File: config.mk
export PLATFORM = sky130hd
export DESIGN_NAME = dmm_fpga_top
export DESIGN_NICKNAME = d
export VERILOG_FILES = /design/src/dmm_fpga_pkg.sv /design/src/spi_reg_bank.sv /design/src/acq_sequencer.sv /design/src/adc_mock.sv /design/src/output_mode_sel.sv /design/src/dmm_fpga_top.sv
export VERILOG_INCLUDE_DIRS = /design/src
export SDC_FILE = /design/constraint.sdc
export NUM_CORES = 1
export LEC_CHECK = 0
export BUFFER_PORTS_ARGS = -buffer_cell sky130_fd_sc_hd__buf_2
export CAP_MARGIN = 10
export CORE_AREA = 4 4 229 231
export CTS_CLUSTER_DIAMETER = 120
export DETAILED_ROUTE_END_ITERATION = 12
export DIE_AREA = 0 0 233 235
export HOLD_SLACK_MARGIN = 0.1
export PLACE_DENSITY = 0.78
export SYNTH_ARGS = -nofsm -noshare
export SYNTH_HDL_FRONTEND = slang
export SYNTH_SLANG_ARGS = --single-unit
File: constraint.sdc
create_clock -name clk -period 9.5 [get_ports clk]
set_input_delay 0.475 -clock clk [delete_from_list [all_inputs] [get_ports clk]]
set_output_delay 0.475 -clock clk [all_outputs]
set_load 0.01 [all_outputs]
File: src/dmm_fpga_params.svh
/* widths, register count and spi frame lengths for the dmm front-end fpga
   include ahead of any module that sizes its ports from these */
`ifndef DMM_FPGA_PARAMS_SVH
`define DMM_FPGA_PARAMS_SVH

// spi register bank
`define REG_W          32       // every register is a full word
`define ADDR_W         8        // address byte leads each frame
`define REG_N          12       // status plus eleven writable
`define SPI_FRAME_BITS 40       // address byte then one register

// acquisition sequencer
`define SEQ_W          6        // azmux in 3:0, pc_sw in 5:4
`define SEQ_MAX        4        // sample words in one sequence

// precharge and aperture counters
`define CNT_W          24

// board pin word after mode select
`define PIN_W          24

// fixed low byte of the status word
`define STATUS_MAGIC   8'hAA

`endif

File: src/dmm_fpga_pkg.sv
/* shared enums for the dmm front-end fpga
   compiled before every module that imports it */
package dmm_fpga_pkg;

  // output mode, low three bits of REG_MODE
  typedef enum logic [2:0] {
    MODE_DIRECT  = 3'd0,   // pins follow REG_DIRECT
    MODE_PATTERN = 3'd3,   // free running count, board bring-up
    MODE_SA_MOCK = 3'd6    // sequencer driving the mocked adc
  } mode_t;

  // spi register map
  typedef enum logic [7:0] {
    REG_STATUS       = 8'd0,    // read only
    REG_SPI_MUX      = 8'd1,    // one-hot peripheral select
    REG_4094         = 8'd2,    // bit 0 is the 4094 oe
    REG_MODE         = 8'd3,
    REG_DIRECT       = 8'd4,
    REG_SA_PRECHARGE = 8'd5,    // precharge clk count
    REG_SA_SEQ_N     = 8'd6,
    REG_SA_SEQ0      = 8'd7,
    REG_SA_SEQ1      = 8'd8,
    REG_SA_SEQ2      = 8'd9,
    REG_SA_SEQ3      = 8'd10,
    REG_ADC_APERTURE = 8'd11    // aperture clk count
  } reg_addr_t;

  typedef enum logic [1:0] {SA_IDLE, SA_PRECHARGE, SA_SAMPLE} sa_state_t;

  typedef enum logic {ADC_IDLE, ADC_APERTURE} adc_state_t;

endpackage

File: src/spi_reg_bank.sv
/* spi slave register bank, oversampled on clk, with status read-back
   and routing of the shared spi lines to the selected peripheral */
`timescale 1ns/1ns
`include "dmm_fpga_params.svh"

module spi_reg_bank (
  input  logic                 clk,
  input  logic                 reset_i,
  // spi pins, mode 0, msb first
  input  logic                 sck_i,
  input  logic                 ss_i,                // active lo
  input  logic                 sdi_i,
  input  logic                 cs2_i,               // second chip select
  output logic                 sdo_o,
  input  logic [3:0]           hw_flags_i,
  input  logic [2:0]           sample_idx_last_i,
  // routed spi lines
  output logic                 spi_glb_clk_o,
  output logic                 spi_glb_mosi_o,
  output logic                 spi_4094_strobe_o,   // active hi
  output logic                 spi_4094_oe_o,
  output logic                 dac_ss_o,            // active lo
  output logic                 iso_dac_cs_o,        // active lo
  output logic                 iso_dac_cs2_o,       // active lo
  // register levels
  output dmm_fpga_pkg::mode_t  mode_o,
  output logic [`PIN_W-1:0]    direct_o,
  output logic [2:0]           seq_n_o,
  output logic [`SEQ_W-1:0]    seq0_o,
  output logic [`SEQ_W-1:0]    seq1_o,
  output logic [`SEQ_W-1:0]    seq2_o,
  output logic [`SEQ_W-1:0]    seq3_o,
  output logic [`CNT_W-1:0]    precharge_cnt_o,
  output logic [`CNT_W-1:0]    aperture_cnt_o
);
  import dmm_fpga_pkg::*;

  localparam int CNT_BITS = $clog2(`SPI_FRAME_BITS + 1);

  ////////////////////////////////////////////////////////////////////////////
  // pin sync and edge detect

  logic [2:0]          sck_sync;     // bit 2 is the previous sample
  logic [2:0]          ss_sync;
  logic [1:0]          sdi_sync;
  logic                sck_rise;
  logic                sck_fall;
  logic                ss_low;
  logic                ss_rise;      // end of frame
  logic                sdi_s;

  always_ff @(posedge clk) begin
    if (reset_i) begin
      sck_sync <= '0;
      ss_sync  <= '1;                // deselected
    end else begin
      sck_sync <= {sck_sync[1:0], sck_i};
      ss_sync  <= {ss_sync[1:0], ss_i};
    end
  end

  always_ff @(posedge clk) begin
    sdi_sync <= {sdi_sync[0], sdi_i};
  end

  assign sck_rise = sck_sync[1] & ~sck_sync[2];   // sample edge
  assign sck_fall = ~sck_sync[1] & sck_sync[2];   // launch edge
  assign ss_low   = ~ss_sync[1];
  assign ss_rise  = ss_sync[1] & ~ss_sync[2];
  assign sdi_s    = sdi_sync[1];

  ////////////////////////////////////////////////////////////////////////////
  // frame shift

  logic [CNT_BITS-1:0] bit_cnt;
  logic                frame_over;   // extra sck edges seen, frame dropped
  logic [`REG_W-1:0]   rx_sr;
  logic [`REG_W-1:0]   tx_sr;
  logic [`REG_W-1:0]   rd_val;
  logic [`ADDR_W-1:0]  addr_now;     // address as the 8th bit lands
  reg_addr_t           addr_q;

  always_ff @(posedge clk) begin
    if (reset_i || !ss_low) begin
      bit_cnt    <= '0;
      frame_over <= 1'b0;
    end else if (sck_rise) begin
      if (bit_cnt == CNT_BITS'(`SPI_FRAME_BITS)) begin
        frame_over <= 1'b1;          // counter holds at frame length
      end else begin
        bit_cnt <= bit_cnt + 1'b1;
      end
    end
  end

  assign addr_now = {rx_sr[`ADDR_W-2:0], sdi_s};

  always_ff @(posedge clk) begin
    if (ss_low && sck_rise) begin
      rx_sr <= {rx_sr[`REG_W-2:0], sdi_s};
      if (bit_cnt == CNT_BITS'(`ADDR_W - 1)) begin
        addr_q <= reg_addr_t'(addr_now);
        tx_sr  <= rd_val;            // snapshot for the data phase
      end
    end else if (ss_low && sck_fall && bit_cnt > CNT_BITS'(`ADDR_W)) begin
      tx_sr <= {tx_sr[`REG_W-2:0], 1'b0};
    end
  end

  assign sdo_o = tx_sr[`REG_W-1];

  ////////////////////////////////////////////////////////////////////////////
  // register file and status

  logic [`REG_W-1:0]   regs [1:`REG_N-1];   // address 0 is the status word
  logic [`REG_W-1:0]   spi_mux;
  logic [`REG_W-1:0]   status;
  logic                wr_en;

  // only a full 40 bit frame to a writable address commits
  assign wr_en = ss_rise && !frame_over && bit_cnt == CNT_BITS'(`SPI_FRAME_BITS)
              && addr_q != REG_STATUS && addr_q < `REG_N;

  always_ff @(posedge clk) begin
    if (reset_i) begin
      for (int i = 1; i < `REG_N; i++) begin
        regs[i] <= '0;
      end
    end else if (wr_en) begin
      regs[addr_q[3:0]] <= rx_sr;
    end
  end

  assign spi_mux = regs[4'(REG_SPI_MUX)];
  assign status  = {9'b0, seq_n_o, 1'b0, sample_idx_last_i, spi_mux[3:0],
                    hw_flags_i, `STATUS_MAGIC};

  always_comb begin
    rd_val = '0;                     // unknown address reads zero
    if (addr_now == REG_STATUS) begin
      rd_val = status;
    end else if (addr_now < `REG_N) begin
      rd_val = regs[addr_now[3:0]];
    end
  end

  // register levels out to the sequencer and mode select
  assign spi_4094_oe_o   = regs[4'(REG_4094)][0];   // lo at start up
  assign mode_o          = mode_t'(regs[4'(REG_MODE)][2:0]);
  assign direct_o        = regs[4'(REG_DIRECT)][`PIN_W-1:0];
  assign precharge_cnt_o = regs[4'(REG_SA_PRECHARGE)][`CNT_W-1:0];
  assign seq_n_o         = regs[4'(REG_SA_SEQ_N)][2:0];
  assign seq0_o          = regs[4'(REG_SA_SEQ0)][`SEQ_W-1:0];
  assign seq1_o          = regs[4'(REG_SA_SEQ1)][`SEQ_W-1:0];
  assign seq2_o          = regs[4'(REG_SA_SEQ2)][`SEQ_W-1:0];
  assign seq3_o          = regs[4'(REG_SA_SEQ3)][`SEQ_W-1:0];
  assign aperture_cnt_o  = regs[4'(REG_ADC_APERTURE)][`CNT_W-1:0];

  ////////////////////////////////////////////////////////////////////////////
  // spi routing, straight from the pins

  assign spi_glb_clk_o     = (spi_mux == '0) ? 1'b1 : sck_i;     // park hi
  assign spi_glb_mosi_o    = (spi_mux == '0) ? 1'b1 : sdi_i;     // park hi
  assign spi_4094_strobe_o = (spi_mux == 32'd1) ? ~cs2_i : 1'b0; // park lo
  assign dac_ss_o          = (spi_mux == 32'd2) ? cs2_i : 1'b1;
  assign iso_dac_cs_o      = (spi_mux == 32'd4) ? cs2_i : 1'b1;
  assign iso_dac_cs2_o     = (spi_mux == 32'd8) ? cs2_i : 1'b1;

  // counter saturates at frame length however many sck edges arrive
  bit_cnt_bound_a: assert property (@(posedge clk) disable iff (reset_i)
    ss_low |-> bit_cnt <= CNT_BITS'(`SPI_FRAME_BITS));

endmodule

File: src/acq_sequencer.sv
/* precharge and autozero acquisition sequencer over up to four sample words
   runs while trig_i is high and hands each aperture to the adc */
`timescale 1ns/1ns
`include "dmm_fpga_params.svh"

module acq_sequencer (
  input  logic                    clk,
  input  logic                    reset_i,
  input  logic                    trig_i,        // lo holds idle
  input  logic [2:0]              seq_n_i,
  input  logic [`SEQ_W-1:0]       seq0_i,
  input  logic [`SEQ_W-1:0]       seq1_i,
  input  logic [`SEQ_W-1:0]       seq2_i,
  input  logic [`SEQ_W-1:0]       seq3_i,
  input  logic [`CNT_W-1:0]       precharge_cnt_i,
  input  logic                    adc_valid_i,   // one cycle, aperture done
  output logic [1:0]              pc_sw_o,
  output logic [3:0]              azmux_o,
  output logic                    adc_start_o,
  output logic                    adc_reset_n_o,
  output logic                    meas_done_o,
  output logic [2:0]              sample_idx_last_o,
  output dmm_fpga_pkg::sa_state_t state_o
);
  import dmm_fpga_pkg::*;

  logic [`SEQ_W-1:0] words [`SEQ_MAX];
  logic [1:0]        idx;          // sample k
  logic [1:0]        idx_max;      // clamped seq_n minus one
  logic [1:0]        idx_next;
  logic [`CNT_W-1:0] pc_cnt;

  assign words = '{seq0_i, seq1_i, seq2_i, seq3_i};

  // seq_n of 0 runs one word, anything above 4 runs four
  always_comb begin
    if (seq_n_i == 3'd0) begin
      idx_max = 2'd0;
    end else if (seq_n_i > 3'd`SEQ_MAX) begin
      idx_max = 2'd3;
    end else begin
      idx_max = 2'(seq_n_i - 3'd1);
    end
    idx_next = (idx >= idx_max) ? 2'd0 : idx + 2'd1;   // also recovers if seq_n shrinks
  end

  always_ff @(posedge clk) begin
    if (reset_i || !trig_i) begin
      state_o           <= SA_IDLE;
      idx               <= '0;
      pc_cnt            <= '0;
      pc_sw_o           <= '0;
      azmux_o           <= '0;
      adc_start_o       <= 1'b0;
      adc_reset_n_o     <= 1'b0;   // adc held in reset
      meas_done_o       <= 1'b0;
      sample_idx_last_o <= '0;
    end else begin
      adc_start_o <= 1'b0;         // strobes
      meas_done_o <= 1'b0;
      case (state_o)
        SA_IDLE: begin
          state_o <= SA_PRECHARGE;
          azmux_o <= words[idx][3:0];
          pc_cnt  <= '0;
        end
        SA_PRECHARGE: begin
          // azmux settles on word k with pc_sw open
          if (pc_cnt == precharge_cnt_i) begin
            state_o       <= SA_SAMPLE;
            pc_sw_o       <= words[idx][5:4];
            adc_reset_n_o <= 1'b1;
            adc_start_o   <= 1'b1;
          end else begin
            pc_cnt <= pc_cnt + 1'b1;
          end
        end
        SA_SAMPLE: begin
          if (adc_valid_i) begin
            sample_idx_last_o <= {1'b0, idx};
            meas_done_o       <= 1'b1;
            idx               <= idx_next;
            azmux_o           <= words[idx_next][3:0];   // next precharge
            pc_sw_o           <= '0;
            adc_reset_n_o     <= 1'b0;
            pc_cnt            <= '0;
            state_o           <= SA_PRECHARGE;
          end
        end
        default: state_o <= SA_IDLE;
      endcase
    end
  end

  // adc start only on the precharge to sample transition
  start_on_entry_a: assert property (@(posedge clk) disable iff (reset_i)
    adc_start_o |-> state_o == SA_SAMPLE && $past(state_o) == SA_PRECHARGE);

endmodule

File: src/adc_mock.sv
/* stand-in for the charge-balance adc
   times the aperture after start_i and pulses valid_o once */
`timescale 1ns/1ns
`include "dmm_fpga_params.svh"

module adc_mock (
  input  logic              clk,
  input  logic              reset_i,
  input  logic              reset_n_i,       // lo holds idle
  input  logic              start_i,
  input  logic [`CNT_W-1:0] aperture_cnt_i,
  output logic              valid_o
);
  import dmm_fpga_pkg::*;

  adc_state_t        state;
  logic [`CNT_W-1:0] ap_cnt;

  always_ff @(posedge clk) begin
    if (reset_i || !reset_n_i) begin
      state   <= ADC_IDLE;
      ap_cnt  <= '0;
      valid_o <= 1'b0;
    end else begin
      valid_o <= 1'b0;
      case (state)
        ADC_IDLE: begin
          if (start_i) begin
            state  <= ADC_APERTURE;
            ap_cnt <= '0;
          end
        end
        default: begin
          // aperture_cnt_i+1 cycles in here
          if (ap_cnt == aperture_cnt_i) begin
            valid_o <= 1'b1;
            state   <= ADC_IDLE;
          end else begin
            ap_cnt <= ap_cnt + 1'b1;
          end
        end
      endcase
    end
  end

  valid_single_a: assert property (@(posedge clk) disable iff (reset_i)
    valid_o |=> !valid_o);

endmodule

File: src/output_mode_sel.sv
/* selects what drives the 24 board pin bits by output mode
   registered, one cycle from inputs to pins_o */
`timescale 1ns/1ns
`include "dmm_fpga_params.svh"

module output_mode_sel (
  input  logic                    clk,
  input  logic                    reset_i,
  input  dmm_fpga_pkg::mode_t     mode_i,
  input  logic [`PIN_W-1:0]       direct_i,
  input  logic [1:0]              pc_sw_i,
  input  logic [3:0]              azmux_i,
  input  dmm_fpga_pkg::sa_state_t sa_state_i,
  input  logic [2:0]              sample_idx_i,
  input  logic                    adc_reset_n_i,
  input  logic                    meas_done_i,
  output logic [`PIN_W-1:0]       pins_o
);
  import dmm_fpga_pkg::*;

  logic [`PIN_W-1:0] pattern;     // free running, needs only the xtal
  logic [`PIN_W-1:0] pins_d;
  logic [3:0]        sa_leds;
  logic [7:0]        sa_monitor;

  always_ff @(posedge clk) begin
    if (reset_i) begin
      pattern <= '0;
    end else begin
      pattern <= pattern + 1'b1;
    end
  end

  assign sa_leds    = {sa_state_i != SA_IDLE, sample_idx_i};   // top led is trig
  assign sa_monitor = {4'b0, meas_done_i, adc_reset_n_i, sa_state_i};

  always_comb begin
    case (mode_i)
      MODE_DIRECT:  pins_d = direct_i;
      MODE_PATTERN: pins_d = pattern;
      MODE_SA_MOCK: pins_d = {meas_done_i,    // 23 spi interrupt
                              1'b0,           // 22 cmpr latch
                              4'b0,           // 18 adc refmux
                              azmux_i,        // 14
                              pc_sw_i,        // 12
                              sa_monitor,     // 4
                              sa_leds};       // 0
      default:      pins_d = '0;              // unused modes all lo
    endcase
  end

  always_ff @(posedge clk) begin
    if (reset_i) begin
      pins_o <= '0;
    end else begin
      pins_o <= pins_d;
    end
  end

endmodule

File: src/dmm_fpga_top.sv
/* top level of the dmm front-end fpga
   spi bank, sequencer, adc mock and output mode select wired to the pins */
`timescale 1ns/1ns
`include "dmm_fpga_params.svh"

module dmm_fpga_top (
  input  logic       clk,
  input  logic       reset_i,
  // spi from the mcu
  input  logic       sck_i,
  input  logic       ss_i,
  input  logic       sdi_i,
  output logic       sdo_o,
  input  logic       cs2_i,
  input  logic [3:0] hw_flags_i,
  input  logic       trig_sa_i,
  // routed spi
  output logic       spi_glb_clk_o,
  output logic       spi_glb_mosi_o,
  output logic       spi_4094_strobe_o,
  output logic       spi_4094_oe_o,
  output logic       dac_ss_o,
  output logic       iso_dac_cs_o,
  output logic       iso_dac_cs2_o,
  // board pins
  output logic [3:0] leds_o,
  output logic [7:0] monitor_o,
  output logic [1:0] pc_sw_o,          // precharge switches
  output logic [3:0] azmux_o,
  output logic [3:0] adc_refmux_o,
  output logic       adc_cmpr_latch_o,
  output logic       spi_interrupt_o,
  output logic       unused_o
);
  import dmm_fpga_pkg::*;

  ////////////////////////////////////////////////////////////////////////////
  // bank levels

  mode_t             mode;
  logic [`PIN_W-1:0] direct;
  logic [2:0]        seq_n;
  logic [`SEQ_W-1:0] seq0;
  logic [`SEQ_W-1:0] seq1;
  logic [`SEQ_W-1:0] seq2;
  logic [`SEQ_W-1:0] seq3;
  logic [`CNT_W-1:0] precharge_cnt;
  logic [`CNT_W-1:0] aperture_cnt;

  // sequencer and adc mock
  logic [1:0]        sa_pc_sw;
  logic [3:0]        sa_azmux;
  logic              adc_start;
  logic              adc_reset_n;
  logic              adc_valid;
  logic              meas_done;
  logic [2:0]        sample_idx_last;   // also into the status word
  sa_state_t         sa_state;
  logic [`PIN_W-1:0] pins;

  spi_reg_bank u_spi_reg_bank (
    .clk               (clk),
    .reset_i           (reset_i),
    .sck_i             (sck_i),
    .ss_i              (ss_i),
    .sdi_i             (sdi_i),
    .cs2_i             (cs2_i),
    .sdo_o             (sdo_o),
    .hw_flags_i        (hw_flags_i),
    .sample_idx_last_i (sample_idx_last),
    .spi_glb_clk_o     (spi_glb_clk_o),
    .spi_glb_mosi_o    (spi_glb_mosi_o),
    .spi_4094_strobe_o (spi_4094_strobe_o),
    .spi_4094_oe_o     (spi_4094_oe_o),
    .dac_ss_o          (dac_ss_o),
    .iso_dac_cs_o      (iso_dac_cs_o),
    .iso_dac_cs2_o     (iso_dac_cs2_o),
    .mode_o            (mode),
    .direct_o          (direct),
    .seq_n_o           (seq_n),
    .seq0_o            (seq0),
    .seq1_o            (seq1),
    .seq2_o            (seq2),
    .seq3_o            (seq3),
    .precharge_cnt_o   (precharge_cnt),
    .aperture_cnt_o    (aperture_cnt)
  );

  acq_sequencer u_acq_sequencer (
    .clk               (clk),
    .reset_i           (reset_i),
    .trig_i            (trig_sa_i),
    .seq_n_i           (seq_n),
    .seq0_i            (seq0),
    .seq1_i            (seq1),
    .seq2_i            (seq2),
    .seq3_i            (seq3),
    .precharge_cnt_i   (precharge_cnt),
    .adc_valid_i       (adc_valid),
    .pc_sw_o           (sa_pc_sw),
    .azmux_o           (sa_azmux),
    .adc_start_o       (adc_start),
    .adc_reset_n_o     (adc_reset_n),
    .meas_done_o       (meas_done),
    .sample_idx_last_o (sample_idx_last),
    .state_o           (sa_state)
  );

  adc_mock u_adc_mock (
    .clk            (clk),
    .reset_i        (reset_i),
    .reset_n_i      (adc_reset_n),
    .start_i        (adc_start),
    .aperture_cnt_i (aperture_cnt),
    .valid_o        (adc_valid)
  );

  output_mode_sel u_output_mode_sel (
    .clk           (clk),
    .reset_i       (reset_i),
    .mode_i        (mode),
    .direct_i      (direct),
    .pc_sw_i       (sa_pc_sw),
    .azmux_i       (sa_azmux),
    .sa_state_i    (sa_state),
    .sample_idx_i  (sample_idx_last),
    .adc_reset_n_i (adc_reset_n),
    .meas_done_i   (meas_done),
    .pins_o        (pins)
  );

  ////////////////////////////////////////////////////////////////////////////
  // pin word onto the board

  assign {spi_interrupt_o, adc_cmpr_latch_o, adc_refmux_o, azmux_o,
          pc_sw_o, monitor_o, leds_o} = pins;

  assign unused_o = 1'b1;   // keeps the isolator input from floating

endmodule

* After elaboration in Yosys (flattened, before gate mapping)
Memory sizes are Yosys's and may differ from the RTL's.
Cells that the tools add are included.
** Cells by class
- Bitwise operators :: 14
- Multiplexer cells :: 52
- $lt $le $gt $ge :: 7
- Eq/ne operators :: 17
- Reductions and logical operators :: 39
- $add $sub $neg :: 6
** Operators by type and width (number)
- 32-bit 2-to-1 mux :: 6
- 24-bit one-hot mux with 3 select lines :: 2
- 24-bit 2-to-1 mux :: 5
- 24-bit by 1-bit adder with 24-bit output (second input constant) :: 3
- 24-bit == test :: 2
- 32-bit by 1-bit == test with 1-bit output (second input constant) :: 1
- 32-bit by 2-bit == test with 1-bit output (second input constant) :: 1
- 32-bit by 3-bit == test with 1-bit output (second input constant) :: 1
- 32-bit by 4-bit == test with 1-bit output (second input constant) :: 1
- 32-bit logical NOT :: 1
- 32-bit OR reduction :: 1
- 6-bit binary-select mux with 2-bit select :: 2
- 1-bit 2-to-1 mux :: 20
- 8-bit by 4-bit less-than comparator with 1-bit output (second input constant) :: 2
- 4-bit 2-to-1 mux :: 4
- 2-bit AND reduction :: 8
- 2-bit 2-to-1 mux :: 7
- 6-bit 2-to-1 mux :: 2
- 2-bit nonzero test :: 5
- 1-bit inverter :: 9
- 8-bit logical NOT :: 1
- 4-bit one-hot mux with 2 select lines :: 1
- 8-bit nonzero test :: 1
- 1-bit logical AND :: 7
- other kinds (27) :: 42
** Storage, ports and cells
- Word-level logic and storage cells :: 158
- Output and inout bits :: 33
- Memory bits (writable) :: 352
- Bits of input ports :: 11
- Flip-flop bits (word level) :: 200
- Memories :: 1
** Memories
- u_spi_reg_bank.regs :: words 11, bits a word 32, rd ports 12, clocked after Yosys merged registers in 0, write ports 11, RTL line spi_reg_bank.sv:115 : logic [`REG_W-1:0] regs [1:`REG_N-1];

* Longest topological paths before layout
An unclocked memory read counts as a cell.
- Depth in word-level cells :: 12
- Depth in mapped cells :: 10
- Gate-level depth less buffers :: 10

* Cells and area by module
A second synthesis with hierarchy kept.
** Second synthesis, totals
- Cell total of the unflattened synthesis :: 2098
- Area, all modules :: 27601.5 um2
** Modules (own cells, without submodules)
- spi_reg_bank :: cells an instance 1366, area an instance 21329.2 um2, sequential area each 13993.4 um2, instances 1
- acq_sequencer :: cells an instance 281, area an instance 2398.6 um2, sequential area each 780.7 um2, instances 1
- output_mode_sel :: cells an instance 230, area an instance 2045.7 um2, sequential area each 960.9 um2, instances 1
- adc_mock :: cells an instance 219, area an instance 1816.7 um2, sequential area each 520.5 um2, instances 1
- dmm_fpga_top :: cells an instance 2, area an instance 11.3 um2, sequential area each 0.0 um2, instances 1

* Worst setup path before layout
No wires, ideal clock.
- Kind :: register to register
- Start point :: reg u_spi_reg_bank.sck_sync[1]
- End point :: reg u_spi_reg_bank.tx_sr[0] (enable)
- Period minus slack after synthesis :: 3.171 ns
- Slack :: 6.329 ns
- Library setup time :: 0.428 ns
- Arrival :: 2.743 ns
- Required time :: 9.072 ns
- Path buffers :: 1
- Cell stages (with the launch flop) :: 6
- Cell sequence :: dfxtp_1 -> nor2b_1 -> nand2b_1 -> clkbuf_1 -> nor4_1 -> o21bai_1
** Between the ends
- Word-level cells in the longest chain between the ends :: 6
- Elaborated cells on any way between the ends :: 9
- Classes of those cells :: 1 x eq/ne; 3 x bitwise; 5 x reduce/logical
** RTL lines
- start, declared :: RTL line spi_reg_bank.sv:43 : logic [2:0] sck_sync;
- start signal, assigned :: RTL line spi_reg_bank.sv:57 : sck_sync <= {sck_sync[1:0], sck_i};
- 1-bit inverter :: RTL line spi_reg_bank.sv:67 : assign sck_fall = ~sck_sync[1] & sck_sync[2];
- 1-bit bitwise AND :: RTL line spi_reg_bank.sv:67
- 1-bit logical AND (2 in series) :: RTL line spi_reg_bank.sv:105 : end else if (ss_low && sck_fall && bit_cnt > CNT_BITS'(`ADDR_W)) begin
- 2-bit nonzero test (no line)
- 2-bit AND reduction (no line) (*)
- end signal, assigned :: RTL line spi_reg_bank.sv:103 : tx_sr <= rd_val;
- end signal, assigned :: RTL line spi_reg_bank.sv:106 : tx_sr <= {tx_sr[`REG_W-2:0], 1'b0};
- end, declared :: RTL line spi_reg_bank.sv:78 : logic [`REG_W-1:0] tx_sr;
Every way passes the cells marked *; elsewhere a longest branch is shown, timed or not.
A chain may end at the register's enable or synchronous reset.

==> results_dict.tcl <==
set metrics [dict create \
    status "finished, final reports clean" \
    cts_tree "done" \
    place.port_buffers 42 \
    worst_slew_pin_slew_ns 1.11 \
    cp.required_ns 9.78 \
    leakagePower_nw 10.1 \
    post_synth.cell_area_avg_um2 13.1 \
    rsz0062_at_grt "no" \
    timing.final.crit_share_pct 38.3 \
    die_height_um 235 \
    initialDrtViolationCount 2273 \
    grt.total_usage_pct 25.0 \
    routedWlPerCell_um 24.9 \
    final_cell_count_no_fill 2762 \
    netlist.top_cell.by_area "edfxtp_1" \
    final_nets 2058 \
    timing.critical_path.from_type "flip-flop" \
    dp.final_hpwl_um 44200 \
    wirelength_um 68800 \
    grt_pass1_vias 16800 \
    worst_ir_drop_vdd_uv 143 \
    drtAntennaViolNets 0 \
    yosys.area_share.adder_pct 0.377 \
    cp_data_arrival_time_ns 3.91 \
    avgViaCountPerCell 6.30 \
    worst_hold_path.endpoint "u_spi_reg_bank.sck_sync[0]$_SDFF_PP0_" \
    grt_remaining_overflow 0 \
    synth_top_family_by_area "simple AND/OR/NAND/NOR gates" \
    synth_edf_count 456 \
    crit_end_category "flip-flop" \
    min_path_type "primary input to flip-flop" \
    ctsHtreeMaxLevel 2 \
    yosys-top-cells-area "edfxtp_1 (52%), dfxtp_1 (9.6%), and2_1 (8.5%)" \
    hold_viol_final 0 \
    synth_compound_area_share_pct 6.90 \
    worst-r2r-setup-slack_ns 5.87 \
    r2r-start "u_spi_reg_bank.bit_cnt[0]$_SDFFE_PP0P_" \
    std_cell_rows 82 \
    cts-root-buf "clkbuf_16" \
    slowest_delay_ns 0.57 \
    tritoncts.num_buffers 58 \
    slew_viol_final 0 \
    cp_cell_sequence "inv_1 -> ha_1 -> nand4b_1 -> nor2_1 -> and3_1 -> or4b_4 -> nor2_4 -> or2_1 -> buf_4" \
    async_flop_share_pct 0 \
    post_synth_xor_area_fraction_pct 2.34 \
    placedInstanceArea_um2 27400 \
    die_x_um 233 \
    finish.instance_area_um2 29300 \
    synth_commonest_cells "edfxtp_1 (456), and2_1 (360), dfxtp_1 (128), nand2_1 (105), nor2_1 (103)" \
    critical_path.max_fanout 33 \
    fin_hold_ws_ns 0.181 \
    netlist_instances 2021 \
    design.core.area_um2 50100 \
    post_synth_num_cell_types 77 \
    wire_length_of_the_first_global_routing_pass_um 104000 \
    ys_seq_area_share_pct 61.2 \
    grt_antenna_before_repair 2 \
    place_inst 2648 \
    cts_resized 0 \
    timing.rr.end "u_spi_reg_bank.regs[3][16]$_SDFFCE_PN0P_" \
    clock_tree.buffer_depth 3 \
    worst_hold_path.num_cells 2 \
    powerDensity_nw_per_um2 182 \
    ys.flop_type "edfxtp_1" \
    layout.filler_cells 3835 \
    synthMuxAreaShare_pct 10.1 \
    timing_worst_setup_path_type "flip-flop to flip-flop" \
    route.vias.total 17400 \
    initial_core_util_pct 53.0 \
    die_area_um2 54800 \
    clock-skew-final_ns 0.0215 \
    grt_start_max_net_pins 72 \
    worst_path_clk_slew_ns 0.06 \
    synth.cell_area_um2 26600 \
    worst_skew_pair.late_latency_ns 0.62 \
    clkSinkCount 584 \
    total_negative_setup_slacks_ns 0 \
    max_clock_freq_mhz 275 \
    drc_errors 0 \
    yosys.cell_count.top_type "edfxtp_1" \
    period_needed_ns 3.63 \
    hp-start "sck_i" \
    drtPass1Iterations 6 \
    syn2layout_area_growth_pct 10.3 \
    final_util_pct 58.5 \
    num_ports 44 \
    ys_seq_elements 584 \
    gpl.final_weighted_congestion 0.916 \
    synth_simple_gate_area_share_pct 16.5 \
    final_number_of_setup_violating_endpoints 0 \
    worst_r2r_path_depth 9 \
    final_layout_size_suffix_gt1_share_pct 14.4 \
    timing.slew.headroom_pct 26.1 \
    worst_path_max_delay_cell "nor2_4" \
    timing.max_cap.violations 0 \
    yosysWarningCount 0 \
    synthDominantCellAreaShare_pct 51.6 \
]
==> stage by stage <==
step	total power [mW]	setup slack (ns)
3_3_place_gp	3.14	5.81
5_1_grt	5.49	5.54
2_1_floorplan	3.05	6.33
3_5_place_dp	3.14	5.79
4_1_cts	5.36	5.80
6_report	5.35	5.87
==> layer usage <==
metal	part of all wire, %	routed length, um	GRT usage (%)
met1	38	26400	35.5
met2	46	31400	38.5
met3	12	8350	5.24
met4	3.8	2640	8.55
met5	0	0	0
==> registers in the layout, indices dropped and copies added (netlist names) <==
register                           cells
u_adc_mock.ap_cnt                     24
u_output_mode_sel.pattern             24
u_spi_reg_bank.frame_over              1
u_acq_sequencer.azmux_o                4
u_spi_reg_bank.addr_q                  8
u_acq_sequencer.pc_sw_o                2
u_acq_sequencer.idx                    2
u_acq_sequencer.state_o                2
u_spi_reg_bank.rx_sr                  32
u_adc_mock.valid_o                     1
u_spi_reg_bank.bit_cnt                 6
u_adc_mock.state                       1
u_spi_reg_bank.tx_sr                  32
u_spi_reg_bank.sdi_sync                2
u_acq_sequencer.pc_cnt                24
u_acq_sequencer.adc_reset_n_o          1
u_output_mode_sel.pins_o              24
u_acq_sequencer.meas_done_o            1
u_acq_sequencer.sample_idx_last_o      2
u_spi_reg_bank.regs                  384
u_acq_sequencer.adc_start_o            1
u_spi_reg_bank.ss_sync                 3
u_spi_reg_bank.sck_sync                3
==> layout make-up <==
cell class / count / area, um2 / area share [%]
antenna: 2 / 5.00 / 0.0171
timing repair buffer: 74 / 463 / 1.58
tap: 672 / 841 / 2.87
multi-input combinational: 1303 / 9780 / 33.4
inverter: 18 / 67.6 / 0.231
sequential: 584 / 16300 / 55.5
clock inverter: 17 / 164 / 0.559
clock buffer: 92 / 1720 / 5.86
==> cell families (layout without fill, tap and decap cells) <==
kind of cell,count (synthesis),in the layout
mux,144,144
fa+ha+maj,8,8
other cells,2,35
flops,584,584
compound gates,272,272
simple gates,775,775
buf+inv,165,201
xor+xnor,71,71
==> cell usage in the layout, fill, tap and decap left out, types with 31 or more instances in the layout <==
cell type  count
buf_2         42
xor2_1        40
conb_1        33
dfxtp_1      127
and2_1       360
nand3_1       34
edfxtp_1     456
mux4_2       100
nand2_1      105
a21oi_1       56
xnor2_1       31
o21ai_0       56
mux2i_1       43
clkbuf_16     59
a22o_1        43
nor2_1        98
==> power breakdown <==
| group | switching (mW) | internal, mW | total [mW] |
|---|---|---|---|
| clock | 0.956 | 1.29 | 2.25 |
| sequential | 0.0632 | 2.83 | 2.89 |
| combinational | 0.117 | 0.0853 | 0.202 |
| total | 1.14 | 4.21 | 5.35 |
==> worst max-delay path, delay by kind of cell, from the launching register on <==
family / cells / cell delay [ns]
simple gates: 6 / 2.26
buf+inv: 2 / 0.51
flops: 1 / 0.33
fa+ha+maj: 1 / 0.17
==> worst max-delay path by stage <==
stage	startpoint	endpoint	cells after the start
floorplan	u_spi_reg_bank.sck_sync[1]$_SDFF_PP0_	u_spi_reg_bank.tx_sr[0]$_SDFFCE_PP0P_	5
global placement	reset_i	u_spi_reg_bank.regs[7][13]$_SDFFCE_PN0P_	6
detailed placement	reset_i	u_spi_reg_bank.regs[7][2]$_SDFFCE_PN0P_	6
CTS	u_spi_reg_bank.bit_cnt[0]$_SDFFE_PP0P_	u_spi_reg_bank.regs[7][0]$_SDFFCE_PN0P_	8
global route	u_spi_reg_bank.sdi_sync[1]$_DFF_P_	u_spi_reg_bank.tx_sr[28]$_DFFE_PP_	6
finish	u_spi_reg_bank.bit_cnt[0]$_SDFFE_PP0P_	u_spi_reg_bank.regs[3][16]$_SDFFCE_PN0P_	9
==> timing repair <==
item	4_1_cts	5_1_grt
setup endpoints to repair	0	0
hold buffers	2	0
endpoints found under the hold margin	2	0
buffers inserted	0	0
No activity file was read; power rests on OpenSTA's default activity.
